### src/verilog/trigger_pkg.sv
package trigger_pkg;

    typedef logic [15:0] bus_addr_t;
    typedef logic [7:0]  bus_data_t;
    typedef logic [7:0]  trig_vec_t;
    typedef logic [31:0] count_t;
    typedef logic [31:0] trigger_word_t;
    typedef logic [1:0]  data_fmt_t;

    typedef enum logic [1:0] {
        IDLE,
        ACCEPT,
        WAIT_ACK,
        WAIT_LOW
    } fsm_state_t;

    localparam bus_data_t VERSION = 8'd10;

    localparam int FIFO_DEPTH = 8;
    localparam int FIFO_AW = $clog2(FIFO_DEPTH);
    typedef logic [FIFO_AW-1:0] fifo_ptr_t;
    typedef logic [FIFO_AW:0]   fifo_cnt_t;
    localparam fifo_cnt_t FIFO_FULL = fifo_cnt_t'(FIFO_DEPTH);

    // register map
    localparam bus_addr_t ADDR_VERSION_RST = 16'd0;  // write = soft reset
    localparam bus_addr_t ADDR_CONF        = 16'd1;
    localparam bus_addr_t ADDR_FORMAT      = 16'd2;
    localparam bus_addr_t ADDR_COUNTER     = 16'd8;  // 8 to 11, little endian
    localparam bus_addr_t ADDR_LOST        = 16'd12;
    localparam bus_addr_t ADDR_SELECT      = 16'd13;
    localparam bus_addr_t ADDR_VETO        = 16'd17;
    localparam bus_addr_t ADDR_INVERT      = 16'd21;
    localparam bus_addr_t ADDR_COUNTER_MAX = 16'd25; // 25 to 28
    localparam bus_addr_t ADDR_THRESHOLD   = 16'd33;
    localparam bus_addr_t ADDR_SOFT_TRG    = 16'd34;

    localparam int CONF_ENABLE_BIT = 3;

    // data word formats, code 3 falls back to counter
    localparam data_fmt_t FMT_COUNTER   = 2'd0;
    localparam data_fmt_t FMT_TIMESTAMP = 2'd1;
    localparam data_fmt_t FMT_COMBINED  = 2'd2;

endpackage

### src/verilog/trigger_cfg_if.sv
interface trigger_cfg_if;

    logic                     trigger_enable;
    trigger_pkg::trig_vec_t   trigger_select;
    trigger_pkg::trig_vec_t   veto_select;
    trigger_pkg::trig_vec_t   trigger_invert;
    trigger_pkg::bus_data_t   threshold;          // run length in cycles
    trigger_pkg::data_fmt_t   data_format;
    trigger_pkg::count_t      counter_max;        // 0 = no limit
    logic                     soft_trigger;       // one cycle strobe
    logic                     counter_set;        // one cycle strobe
    trigger_pkg::count_t      counter_set_value;

    modport regs (
        output trigger_enable, trigger_select, veto_select, trigger_invert, threshold,
        output data_format, counter_max, soft_trigger, counter_set, counter_set_value
    );

    modport datapath (
        input trigger_enable, trigger_select, veto_select, trigger_invert, threshold,
        input data_format, counter_max, soft_trigger, counter_set, counter_set_value
    );

endinterface

### src/verilog/trigger_controller.sv
module trigger_controller (
    input  logic                       BUS_CLK,
    input  logic                       RST,
    input  trigger_pkg::bus_addr_t     bus_add,
    input  trigger_pkg::bus_data_t     bus_data_in,
    input  logic                       bus_rd,
    input  logic                       bus_wr,
    output trigger_pkg::bus_data_t     bus_data_out,
    input  trigger_pkg::trig_vec_t     trigger,
    input  trigger_pkg::trig_vec_t     trigger_veto,
    input  logic                       ext_trigger_enable,
    input  logic                       trigger_acknowledge,
    output logic                       trigger_accepted_flag,
    output logic                       trigger_enabled,
    output trigger_pkg::count_t        timestamp,
    input  logic                       fifo_read,
    output logic                       fifo_empty,
    output trigger_pkg::trigger_word_t fifo_data
);

    logic                       soft_rst;
    logic                       rst_all;   // hard or soft reset
    logic                       trigger_level;
    logic                       veto_level;
    logic                       word_write;
    trigger_pkg::trigger_word_t word_data;
    trigger_pkg::count_t        trigger_count;
    trigger_pkg::bus_data_t     lost_count;

    assign rst_all = RST || soft_rst;

    trigger_cfg_if cfg_if ();

    trigger_regs trigger_regs_inst (
        .BUS_CLK       (BUS_CLK),
        .RST           (RST),
        .bus_add       (bus_add),
        .bus_data_in   (bus_data_in),
        .bus_rd        (bus_rd),
        .bus_wr        (bus_wr),
        .bus_data_out  (bus_data_out),
        .cfg           (cfg_if),
        .trigger_count (trigger_count),
        .lost_count    (lost_count),
        .soft_rst      (soft_rst)
    );

    trigger_input trigger_input_inst (
        .BUS_CLK       (BUS_CLK),
        .RST           (rst_all),
        .trigger       (trigger),
        .trigger_veto  (trigger_veto),
        .cfg           (cfg_if),
        .trigger_level (trigger_level),
        .veto_level    (veto_level)
    );

    trigger_fsm trigger_fsm_inst (
        .BUS_CLK               (BUS_CLK),
        .RST                   (rst_all),
        .cfg                   (cfg_if),
        .trigger_level         (trigger_level),
        .veto_level            (veto_level),
        .ext_trigger_enable    (ext_trigger_enable),
        .trigger_acknowledge   (trigger_acknowledge),
        .trigger_accepted_flag (trigger_accepted_flag),
        .trigger_enabled       (trigger_enabled),
        .timestamp             (timestamp),
        .trigger_count         (trigger_count),
        .word_write            (word_write),
        .word_data             (word_data)
    );

    trigger_fifo trigger_fifo_inst (
        .BUS_CLK    (BUS_CLK),
        .RST        (rst_all),
        .word_write (word_write),
        .word_data  (word_data),
        .fifo_read  (fifo_read),
        .fifo_empty (fifo_empty),
        .fifo_data  (fifo_data),
        .lost_count (lost_count)
    );

endmodule

### src/verilog/trigger_fifo.sv
module trigger_fifo (
    input  logic                       BUS_CLK,
    input  logic                       RST,
    input  logic                       word_write,
    input  trigger_pkg::trigger_word_t word_data,
    input  logic                       fifo_read,
    output logic                       fifo_empty,
    output trigger_pkg::trigger_word_t fifo_data,
    output trigger_pkg::bus_data_t     lost_count
);

    trigger_pkg::trigger_word_t mem [trigger_pkg::FIFO_DEPTH];
    trigger_pkg::fifo_ptr_t     wr_ptr;
    trigger_pkg::fifo_ptr_t     rd_ptr;
    trigger_pkg::fifo_cnt_t     count;
    logic                       full;
    logic                       push;
    logic                       pop;

    assign full       = (count == trigger_pkg::FIFO_FULL);
    assign fifo_empty = (count == '0);
    assign push       = word_write && !full;   // dropped when full
    assign pop        = fifo_read && !fifo_empty;
    assign fifo_data  = mem[rd_ptr];           // head word, valid while not empty

    always_ff @(posedge BUS_CLK)
    begin
        if (push)
            mem[wr_ptr] <= word_data;
    end

    always_ff @(posedge BUS_CLK)
    begin
        if (RST)
        begin
            wr_ptr <= '0;
            rd_ptr <= '0;
            count  <= '0;
        end
        else
        begin
            if (push)
                wr_ptr <= wr_ptr + 1'b1;
            if (pop)
                rd_ptr <= rd_ptr + 1'b1;
            if (push && !pop)
                count <= count + 1'b1;
            else if (pop && !push)
                count <= count - 1'b1;
        end
    end

    always_ff @(posedge BUS_CLK)
    begin
        if (RST)
            lost_count <= '0;
        else if (word_write && full && lost_count != 8'hff)
            lost_count <= lost_count + 8'd1;
    end

endmodule

### src/verilog/trigger_fsm.sv
module trigger_fsm (
    input  logic                       BUS_CLK,
    input  logic                       RST,
    trigger_cfg_if.datapath            cfg,
    input  logic                       trigger_level,
    input  logic                       veto_level,
    input  logic                       ext_trigger_enable,
    input  logic                       trigger_acknowledge,
    output logic                       trigger_accepted_flag,
    output logic                       trigger_enabled,
    output trigger_pkg::count_t        timestamp,
    output trigger_pkg::count_t        trigger_count,
    output logic                       word_write,
    output trigger_pkg::trigger_word_t word_data
);

    trigger_pkg::fsm_state_t state;
    logic                    level_d;
    logic                    limit_reached;
    logic                    start;
    trigger_pkg::count_t     count_next;

    assign limit_reached = (cfg.counter_max != '0) && (trigger_count >= cfg.counter_max);
    assign start = trigger_enabled && !veto_level
                   && ((trigger_level && !level_d) || cfg.soft_trigger);
    assign count_next = trigger_count + 32'd1;

    assign trigger_accepted_flag = (state == trigger_pkg::ACCEPT);
    assign word_write = (state == trigger_pkg::ACCEPT);  // one word per accept

    always_ff @(posedge BUS_CLK)
    begin
        if (RST)
        begin
            state           <= trigger_pkg::IDLE;
            level_d         <= 1'b0;
            trigger_enabled <= 1'b0;
            timestamp       <= '0;
        end
        else
        begin
            level_d         <= trigger_level;
            trigger_enabled <= cfg.trigger_enable && !limit_reached;
            timestamp       <= timestamp + 32'd1;  // free running
            case (state)
                trigger_pkg::IDLE:
                    if (start)
                        state <= trigger_pkg::ACCEPT;
                trigger_pkg::ACCEPT:
                    state <= trigger_pkg::WAIT_ACK;
                trigger_pkg::WAIT_ACK:
                    if (!ext_trigger_enable || trigger_acknowledge)
                        state <= trigger_pkg::WAIT_LOW;
                default:
                    if (!trigger_level)
                        state <= trigger_pkg::IDLE;
            endcase
        end
    end

    always_ff @(posedge BUS_CLK)
    begin
        if (RST)
            trigger_count <= '0;
        else if (cfg.counter_set)
            trigger_count <= cfg.counter_set_value;
        else if (state == trigger_pkg::ACCEPT)
            trigger_count <= count_next;
    end

    always_comb
    begin
        case (cfg.data_format)
            trigger_pkg::FMT_TIMESTAMP: word_data = {1'b1, timestamp[30:0]};
            trigger_pkg::FMT_COMBINED:  word_data = {1'b1, timestamp[14:0], count_next[15:0]};
            default:                    word_data = {1'b1, count_next[30:0]};
        endcase
    end

endmodule

### src/verilog/trigger_input.sv
module trigger_input (
    input  logic                   BUS_CLK,
    input  logic                   RST,
    input  trigger_pkg::trig_vec_t trigger,
    input  trigger_pkg::trig_vec_t trigger_veto,
    trigger_cfg_if.datapath        cfg,
    output logic                   trigger_level,
    output logic                   veto_level
);

    trigger_pkg::trig_vec_t trig_meta;
    trigger_pkg::trig_vec_t trig_sync;
    trigger_pkg::trig_vec_t veto_meta;
    trigger_pkg::trig_vec_t veto_sync;
    logic                   trig_any;
    trigger_pkg::bus_data_t run_cnt;   // consecutive high cycles so far
    logic [8:0]             run_next;

    // invert first, then select
    assign trig_any = |((trig_sync ^ cfg.trigger_invert) & cfg.trigger_select);
    assign run_next = {1'b0, run_cnt} + 9'd1;

    always_ff @(posedge BUS_CLK)
    begin
        if (RST)
        begin
            trig_meta <= '0;
            trig_sync <= '0;
            veto_meta <= '0;
            veto_sync <= '0;
        end
        else
        begin
            trig_meta <= trigger;
            trig_sync <= trig_meta;
            veto_meta <= trigger_veto;
            veto_sync <= veto_meta;
        end
    end

    // threshold 0 and 1 both pass on the first high cycle
    always_ff @(posedge BUS_CLK)
    begin
        if (RST || !trig_any)
        begin
            run_cnt       <= '0;
            trigger_level <= 1'b0;
        end
        else
        begin
            if (run_cnt != 8'hff)
                run_cnt <= run_next[7:0];  // saturate
            trigger_level <= run_next >= {1'b0, cfg.threshold};
        end
    end

    always_ff @(posedge BUS_CLK)
    begin
        if (RST)
            veto_level <= 1'b0;
        else
            veto_level <= |(veto_sync & cfg.veto_select);  // same latency as trigger_level
    end

endmodule

### src/verilog/trigger_regs.sv
module trigger_regs (
    input  logic                   BUS_CLK,
    input  logic                   RST,
    input  trigger_pkg::bus_addr_t bus_add,
    input  trigger_pkg::bus_data_t bus_data_in,
    input  logic                   bus_rd,
    input  logic                   bus_wr,
    output trigger_pkg::bus_data_t bus_data_out,
    trigger_cfg_if.regs            cfg,
    input  trigger_pkg::count_t    trigger_count,
    input  trigger_pkg::bus_data_t lost_count,
    output logic                   soft_rst
);

    logic                   rst_regs;
    trigger_pkg::bus_data_t conf_reg;
    trigger_pkg::bus_data_t format_reg;
    trigger_pkg::trig_vec_t select_reg;
    trigger_pkg::trig_vec_t veto_reg;
    trigger_pkg::trig_vec_t invert_reg;
    trigger_pkg::bus_data_t threshold_reg;
    trigger_pkg::count_t    counter_max_reg;
    logic [23:0]            count_set_low;  // bytes written to 8..10
    trigger_pkg::count_t    count_snap;     // latched on read of address 8

    assign soft_rst = bus_wr && (bus_add == trigger_pkg::ADDR_VERSION_RST);
    assign rst_regs = RST || soft_rst;

    assign cfg.trigger_enable = conf_reg[trigger_pkg::CONF_ENABLE_BIT];
    assign cfg.data_format    = format_reg[1:0];
    assign cfg.trigger_select = select_reg;
    assign cfg.veto_select    = veto_reg;
    assign cfg.trigger_invert = invert_reg;
    assign cfg.threshold      = threshold_reg;
    assign cfg.counter_max    = counter_max_reg;

    always_ff @(posedge BUS_CLK)
    begin
        if (rst_regs)
        begin
            conf_reg        <= '0;
            format_reg      <= '0;
            select_reg      <= '0;
            veto_reg        <= '0;
            invert_reg      <= '0;
            threshold_reg   <= '0;
            counter_max_reg <= '0;
            count_set_low   <= '0;
        end
        else if (bus_wr)
        begin
            case (bus_add)
                trigger_pkg::ADDR_CONF:                 conf_reg <= bus_data_in;
                trigger_pkg::ADDR_FORMAT:               format_reg <= bus_data_in;
                trigger_pkg::ADDR_COUNTER:              count_set_low[7:0] <= bus_data_in;
                trigger_pkg::ADDR_COUNTER + 16'd1:      count_set_low[15:8] <= bus_data_in;
                trigger_pkg::ADDR_COUNTER + 16'd2:      count_set_low[23:16] <= bus_data_in;
                trigger_pkg::ADDR_SELECT:               select_reg <= bus_data_in;
                trigger_pkg::ADDR_VETO:                 veto_reg <= bus_data_in;
                trigger_pkg::ADDR_INVERT:               invert_reg <= bus_data_in;
                trigger_pkg::ADDR_COUNTER_MAX:          counter_max_reg[7:0] <= bus_data_in;
                trigger_pkg::ADDR_COUNTER_MAX + 16'd1:  counter_max_reg[15:8] <= bus_data_in;
                trigger_pkg::ADDR_COUNTER_MAX + 16'd2:  counter_max_reg[23:16] <= bus_data_in;
                trigger_pkg::ADDR_COUNTER_MAX + 16'd3:  counter_max_reg[31:24] <= bus_data_in;
                trigger_pkg::ADDR_THRESHOLD:            threshold_reg <= bus_data_in;
                default: ;
            endcase
        end
    end

    // strobes towards the datapath, one cycle after the write
    always_ff @(posedge BUS_CLK)
    begin
        if (rst_regs)
        begin
            cfg.soft_trigger <= 1'b0;
            cfg.counter_set  <= 1'b0;
        end
        else
        begin
            cfg.soft_trigger <= bus_wr && (bus_add == trigger_pkg::ADDR_SOFT_TRG);
            cfg.counter_set  <= bus_wr && (bus_add == trigger_pkg::ADDR_COUNTER + 16'd3);
        end
    end

    always_ff @(posedge BUS_CLK)
    begin
        cfg.counter_set_value <= {bus_data_in, count_set_low};  // used with counter_set only
        if (bus_rd && bus_add == trigger_pkg::ADDR_COUNTER)
            count_snap <= trigger_count;
    end

    always_ff @(posedge BUS_CLK)
    begin
        if (rst_regs)
            bus_data_out <= '0;
        else if (bus_rd)
        begin
            case (bus_add)
                trigger_pkg::ADDR_VERSION_RST:          bus_data_out <= trigger_pkg::VERSION;
                trigger_pkg::ADDR_CONF:                 bus_data_out <= conf_reg;
                trigger_pkg::ADDR_FORMAT:               bus_data_out <= format_reg;
                trigger_pkg::ADDR_COUNTER:              bus_data_out <= trigger_count[7:0];
                trigger_pkg::ADDR_COUNTER + 16'd1:      bus_data_out <= count_snap[15:8];
                trigger_pkg::ADDR_COUNTER + 16'd2:      bus_data_out <= count_snap[23:16];
                trigger_pkg::ADDR_COUNTER + 16'd3:      bus_data_out <= count_snap[31:24];
                trigger_pkg::ADDR_LOST:                 bus_data_out <= lost_count;
                trigger_pkg::ADDR_SELECT:               bus_data_out <= select_reg;
                trigger_pkg::ADDR_VETO:                 bus_data_out <= veto_reg;
                trigger_pkg::ADDR_INVERT:               bus_data_out <= invert_reg;
                trigger_pkg::ADDR_COUNTER_MAX:          bus_data_out <= counter_max_reg[7:0];
                trigger_pkg::ADDR_COUNTER_MAX + 16'd1:  bus_data_out <= counter_max_reg[15:8];
                trigger_pkg::ADDR_COUNTER_MAX + 16'd2:  bus_data_out <= counter_max_reg[23:16];
                trigger_pkg::ADDR_COUNTER_MAX + 16'd3:  bus_data_out <= counter_max_reg[31:24];
                trigger_pkg::ADDR_THRESHOLD:            bus_data_out <= threshold_reg;
                default:                                bus_data_out <= '0;
            endcase
        end
    end

endmodule
### config.mk
export PLATFORM = sky130hd
export DESIGN_NAME = trigger_controller
export DESIGN_NICKNAME = d
export VERILOG_FILES = /design/src/verilog/trigger_pkg.sv /design/src/verilog/trigger_cfg_if.sv /design/src/verilog/trigger_controller.sv /design/src/verilog/trigger_fifo.sv /design/src/verilog/trigger_fsm.sv /design/src/verilog/trigger_input.sv /design/src/verilog/trigger_regs.sv
export SDC_FILE = /design/constraint.sdc
export NUM_CORES = 1
export LEC_CHECK = 0
export BUFFER_PORTS_ARGS = -buffer_cell sky130_fd_sc_hd__buf_2
export CAP_MARGIN = 20
export CORE_MARGIN = 2
export CORE_UTILIZATION = 25
export DETAILED_ROUTE_END_ITERATION = 10
export PLACE_DENSITY = 0.49
export REMOVE_ABC_BUFFERS = 1
export SETUP_SLACK_MARGIN = 0.2
export SKIP_LAST_GASP = 1
export SYNTH_ARGS = -nofsm -noshare
export SYNTH_HDL_FRONTEND = slang
export SYNTH_HIERARCHICAL = 1
export SYNTH_SLANG_ARGS = --single-unit
### constraint.sdc
create_clock -name BUS_CLK -period 4.6 [get_ports BUS_CLK]
set_input_delay 0.46 -clock BUS_CLK [delete_from_list [all_inputs] [get_ports BUS_CLK]]
set_output_delay 0.46 -clock BUS_CLK [all_outputs]
set_load 0.01 [all_outputs]
* After elaboration in Yosys (flattened, before gate mapping)
Memories as Yosys holds them, arrays and structs flattened. A register that Yosys moved wholly into a read port is not among the register bits.
Cells that the tools add are included.
** Storage, ports and cells
- RAM bits :: 248
- Register bits after elaboration :: 306
- Output and inout port bits :: 75
- Memories kept :: 1
- Bits of input ports :: 47
- Logic and storage cells :: 138
** Cells by class
- Equality and inequality tests :: 26
- Order comparisons :: 2
- Add/subtract/negate cells :: 8
- Multiplexer cells :: 14
- Reductions and logical operators :: 50
- Bitwise gates (word level) :: 3
** Memories
- trigger_fifo_inst.mem :: words 8, bits a word 31, rd ports 1, clocked after memory_dff 1, write ports 1, RTL line trigger_fifo.sv:12 : trigger_pkg::trigger_word_t mem [trigger_pkg::FIFO_DEPTH];
** Operators with widths (number)
- 8-bit one-hot mux with 16 select lines :: 1
- 16-bit by 4-bit equality test with 1-bit output (second input constant) :: 6
- 16-bit by 5-bit equality test with 1-bit output (second input constant) :: 6
- 32-bit by 1-bit adder with 32-bit output (second input constant) :: 2
- 32-bit two-way mux :: 2
- 31-bit one-hot mux with 2 select lines :: 1
- 16-bit by 6-bit equality test with 1-bit output (second input constant) :: 2
- 32-bit >= comparator :: 1
- 32-bit nonzero test :: 1
- 2-bit AND reduction :: 13
- 8-bit AND :: 2
- 16-bit by 1-bit equality test with 1-bit output (second input constant) :: 1
- 16-bit by 2-bit equality test with 1-bit output (second input constant) :: 1
- 16-bit zero test :: 1
- 8-bit != test (second input constant) :: 2
- 8-bit OR reduction :: 2
- 1-bit logical AND :: 15
- 8-bit by 1-bit adder with 9-bit output (second input constant) :: 1
- 9-bit by 8-bit >= comparator with 1-bit output :: 1
- 1-bit zero test :: 9
- 8-bit by 1-bit adder with 8-bit output (second input constant) :: 1
- 4-bit two-way mux :: 2
- 8-bit XOR :: 1
- 3-bit by 1-bit adder with 3-bit output (second input constant) :: 2
- other kinds (16) :: 27

* Depth between registers and ports, before layout
- Depth in word-level cells :: 7
- Gate-level depth with buffers :: 12
- Gate-level depth less buffers :: 11

* By module
The synthesis kept the hierarchy.
** By module, submodules not included
- trigger_fifo :: area each 10633.9 µm², seq. area each 8107.8 µm², times used 1, cells an instance 487
- trigger_regs :: area each 6984.2 µm², seq. area each 3643.5 µm², times used 1, cells an instance 732
- trigger_fsm :: area each 5168.7 µm², seq. area each 1361.3 µm², times used 1, cells an instance 671
- trigger_input :: area each 1631.6 µm², seq. area each 840.8 µm², times used 1, cells an instance 155
- trigger_controller :: area each 6.3 µm², seq. area each 0.0 µm², times used 1, cells an instance 1

* Worst setup path before layout
Ideal clock, no wire load.
- Kind :: register to register
- Start :: reg trigger_fsm_inst.state[1]
- End :: mem trigger_fifo_inst/mem[0][0] in the netlist's numbering, enable pin
- Clock period less this slack :: 4.599 ns
- Stages on the path, launching flop included :: 6
- Slack :: 0.001 ns
- Library setup time :: 0.501 ns
- Data arrival time :: 4.098 ns
- Required time :: 4.099 ns
- Buffers on the path :: 1
- Path through :: dfxtp_1 -> inv_1 -> ha_1 -> buf_4 -> nand2b_1 -> nor4_1
** Between the ends
- Word-level cells in the longest chain between the ends :: 4
** Ends and longest elaborated chain
- from (decl) :: RTL line trigger_fsm.sv:17 : trigger_pkg::fsm_state_t state;
- from (signal assigned) :: RTL line trigger_fsm.sv:35 : state <= trigger_pkg::IDLE;
- from (signal assigned) :: RTL line trigger_fsm.sv:48 : state <= trigger_pkg::ACCEPT;
- from (signal assigned) :: RTL line trigger_fsm.sv:50 : state <= trigger_pkg::WAIT_ACK;
- 2-bit by 1-bit equality test with 1-bit output
- named net trigger_accepted_flag :: RTL line trigger_controller.sv:13 : output logic trigger_accepted_flag,
- 1-bit logical AND :: RTL line trigger_fifo.sv:22 : assign push = word_write && !full;
- 1-bit two-way mux :: RTL line trigger_fifo.sv:28 : if (push)
- 1-bit two-way mux (not written as such) :: RTL line trigger_fifo.sv:29 : mem[wr_ptr] <= word_data;
- to (decl) :: RTL line trigger_fifo.sv:12
The timed path passes the listed nets, and every way through them passes these cells.

==> reports/summary.log <==
INFO  clock_tree     post_cts_hold_buffer_count=0
INFO  sta            rsz0062_at_grt=false
INFO  cells_and_area post_route_cells_drive_above_1_share=18.4%
INFO  power          p_comb_share=13.4%
INFO  route          route.antenna.remaining_nets=0
INFO  critical_path  critical_path.reg2reg.endpoint=trigger_fifo_inst/count[3]
INFO  critical_path  crit_arrival=2.70ns
INFO  critical_path  reg2reg_depth=10
INFO  die            dieHeight=317µm
INFO  synthesis      postSynthAreaPerCell=11.9µm²
INFO  place          port_buffers=121
INFO  global_route   grt_first_pass_wirelength=111000µm
INFO  critical_path  regToRegStartpoint=trigger_fifo_inst/count[0]
INFO  route          vias_per_cell=4.87
INFO  clock_tree     cts_setup_buffers=0
INFO  critical_path  top_cell_family_by_delay_on_the_critical_path=flip-flops
INFO  die            core_area=0.0967mm²
INFO  critical_path  crit_buf_inv=2
INFO  clock_tree     number_of_sinks_handled_by_clock_tree_synthesis=557
INFO  clock_tree     clock_tree_from_tritoncts=done
INFO  cells_and_area layout-area-overhead-vs-synth=16.3%
INFO  sta            maxSlewHeadroom=27.1%
INFO  route          detailroute.via_count=16824
INFO  outcome        run_status=finished clean
INFO  route          drt_wl_total=75200µm
INFO  die            ioPinCount=122
INFO  synthesis      synthDominantAreaCellType=sky130_fd_sc_hd__edfxtp_1
INFO  power          switching_share=25.1%
INFO  clock_tree     clock_pin_slew_of_the_registers_on_the_worst_case_setup_and_hold_paths=0.06ns
INFO  min_path       worstHoldPathType=primary input to flip-flop
INFO  clock_tree     tritoncts.num_buffers=57
INFO  cells_and_area sequential_cell_area=0.0140mm²
INFO  place          routabilityCongestion=0.915
INFO  synthesis      synthesis.instances=2046
INFO  critical_path  criticalPathCategory=flip-flop to output port
INFO  critical_path  worst_path_max_delay_cell=sky130_fd_sc_hd__dfxtp_2
INFO  synthesis      post_synth_main_area_contributors=sky130_fd_sc_hd__edfxtp_1, sky130_fd_sc_hd__dfxtp_1, sky130_fd_sc_hd__mux4_2, sky130_fd_sc_hd__nand2_1, sky130_fd_sc_hd__ha_1
INFO  global_route   gr-usage-all-layers=14.7%
INFO  sta            worst_clock_skew=0.0239ns
INFO  clock_tree     cts_root_buf=sky130_fd_sc_hd__clkbuf_16
INFO  power          p_leak=9.98nW
INFO  cells_and_area final_net_count=2239
INFO  synthesis      synth_async_sr_flop_share=0%
INFO  die            dieWidth=317µm
INFO  sta            final_period_util=68.6%
INFO  critical_path  crit_end=fifo_data[17]
INFO  route          post_drt_wl_per_cell=21.7µm
INFO  route          detail_route.iter0.violations=1582
INFO  place          place_hpwl=50300µm
INFO  die            die_area=0.100mm²
INFO  route          drt_first_pass_iters=6
INFO  global_route   antenna_found_initial=0
INFO  power          power.clock.fraction=40.7%
INFO  synthesis      synth_common_cells=sky130_fd_sc_hd__edfxtp_1, sky130_fd_sc_hd__dfxtp_1, sky130_fd_sc_hd__nand2_1
INFO  route          drt_drc_violations_left=0
INFO  sta            fmax=317MHz
INFO  power          post-layout-total-power=0.0118W
INFO  clock_tree     cts_resized=0
INFO  synthesis      yosys_most_used_dff=sky130_fd_sc_hd__edfxtp_1
INFO  job            max_cap_violations=0
INFO  global_route   vias_in_the_first_global_route=16681
INFO  synthesis      synth_top_cell_area_share=34.4%
INFO  sta            hold_viol_final=0
INFO  cells_and_area antenna_cells=0
INFO  critical_path  cp.required=4.14ns
INFO  sta            finalMaxSlewViolations=0
INFO  power          powerDensity=416mW/mm²
INFO  cells_and_area largest_reg_flops=256
INFO  critical_path  crit_path_end_kind=output port
INFO  cells_and_area fillerInstances=9883
INFO  cells_and_area multi_input_area=0.00975mm²
INFO  power          seq_power_share=45.9%
INFO  synthesis      synth.yosys.warnings=6
INFO  critical_path  worstSetupStartpointType=flip-flop
INFO  critical_path  setup.reg_to_reg.worst_slack=1.51ns
INFO  sta            worst_slew_pin_slew=1.08ns
INFO  synthesis      synth.most_common_cell=sky130_fd_sc_hd__edfxtp_1
INFO  sta            layout_min_cycle_time=3.16ns
INFO  die            initial_utilization=25.3%
INFO  clock_tree     maximum_level_of_the_cts_h_tree=2
INFO  synthesis      yosysSeqAreaShare=57.1%
INFO  global_route   grt_overflow=0
INFO  synthesis      post_synth_edffs=280
INFO  power          netSwitchingPower=0.00296W
INFO  synthesis      yosysUniqueCellTypes=86
INFO  synthesis      combined_area_of_all_synthesized_cells=0.0244mm²
INFO  critical_path  crit_fanout=26
INFO  power          vdd_ir_drop_max=261µV
INFO  critical_path  slowest_delay=0.72ns
INFO  clock_tree     cts-root-to-sink-buffers=3
INFO  critical_path  path_cells=buf_4 > mux4_2 > mux2_2 > buf_2
INFO  synthesis      postSynthRegisterBits=557
INFO  clock_tree     clk_latency=0.64ns
INFO  global_route   largest_net_degree_at_the_start_of_global_routing=65
INFO  sta            final-setup-viol-count=0
INFO  place          dp_worst_setup_slack=1.27ns
INFO  cells_and_area largest-register=trigger_fifo_inst/mem
INFO  sta            final.setup.worst_slack=1.44ns
INFO  power          internal-power=0.00886W
INFO  critical_path  critical_path_depth=4
INFO  die            rows=114
-- worst min-delay path by stage --
stage | depth (start not counted) | from | slack [ns] | end
global route | 2 | trigger[0] | 0.03 | trigger_input_inst/trig_meta[0]
finish | 2 | trigger[3] | 0.05 | trigger_input_inst/trig_meta[3]
detailed placement | 0 | trigger_regs_inst/count_set_low[10] | 0.34 | trigger_regs_inst/cfg.counter_set_value[10]
CTS | 2 | trigger[6] | 0.01 | trigger_input_inst/trig_meta[6]
floorplan | 0 | trigger_regs_inst/count_set_low[10] | 0.33 | trigger_regs_inst/cfg.counter_set_value[10]
global placement | 0 | trigger_regs_inst/count_set_low[19] | 0.34 | trigger_regs_inst/cfg.counter_set_value[19]
-- power by group through the flow --
stage / Sequential [W] / Clock, W / Combinational, W
global route: 0.00544 / 0.00514 / 0.00172
global placement: 0.00552 / 0 / 0.00161
CTS: 0.00543 / 0.00494 / 0.00163
detailed placement: 0.00554 / 0 / 0.00162
floorplan: 0.00562 / 0 / 0.000968
finish: 0.00542 / 0.00482 / 0.00158
-- final cells by class --
class                      instances  area share (%)
clock inverter                    34            1.43
timing repair buffer             156            3.22
tap                             1276            5.62
clock buffer                      71            5.46
sequential                       557            49.1
multi-input combinational       1304            34.3
inverter                          60           0.793
-- routing by layer --
| metal | GRT usage [%] | vias up | share of wire [%] |
|---|---|---|---|
| li1 | - | 7705 | - |
| met1 | 20.5 | 8452 | 45 |
| met2 | 23.9 | 567 | 46 |
| met3 | 2.27 | 100 | 6.0 |
| met4 | 3.97 | 0 | 2.4 |
| met5 | 0 | - | 0 |
-- cell families after synthesis --
family                   after synthesis  share of synthesized area (%)
buffers and inverters                185                           3.19
multiplexers                         171                           10.5
AND/OR/NAND/NOR                      672                           14.5
AO/OA/AOI/OAI                        297                           7.97
XOR/XNOR                             107                           3.84
other                                  1                         0.0154
adder cells (fa/ha/maj)               56                           2.90
flip-flops                           557                           57.1
-- stage by stage --
step | instance area, µm² | hold WS [ns] | util (%) | setup TNS (ns) | instances
final | 28400 | 0.0465 | 29.4 | 0 | 3458
after global routing | 28400 | 0.0342 | 29.4 | 0 | 3458
after CTS | 28400 | 0.0149 | 29.3 | 0 | 3455
after detailed placement | 26400 | 0.339 | 27.3 | 0 | 3350
after global placement | 26400 | 0.336 | 27.3 | 0 | 3349
after floorplan | 23900 | 0.330 | - | -8.55 | 1921
-- cell usage in the layout (no fill, tap or decap), types with 36 or more instances in the layout --
cell type,n
sky130_fd_sc_hd__a21oi_1,110
sky130_fd_sc_hd__buf_2,121
sky130_fd_sc_hd__clkbuf_16,58
sky130_fd_sc_hd__dfxtp_1,275
sky130_fd_sc_hd__edfxtp_1,280
sky130_fd_sc_hd__ha_1,55
sky130_fd_sc_hd__inv_1,60
sky130_fd_sc_hd__mux2_2,39
sky130_fd_sc_hd__mux2i_1,68
sky130_fd_sc_hd__mux4_2,64
sky130_fd_sc_hd__nand2_1,190
sky130_fd_sc_hd__nand3_1,65
sky130_fd_sc_hd__nand4_1,36
sky130_fd_sc_hd__nor2_1,162
sky130_fd_sc_hd__nor2b_1,50
sky130_fd_sc_hd__o21ai_0,48
sky130_fd_sc_hd__xnor2_1,37
sky130_fd_sc_hd__xor2_1,70
(Power assumes the default switching activity.)
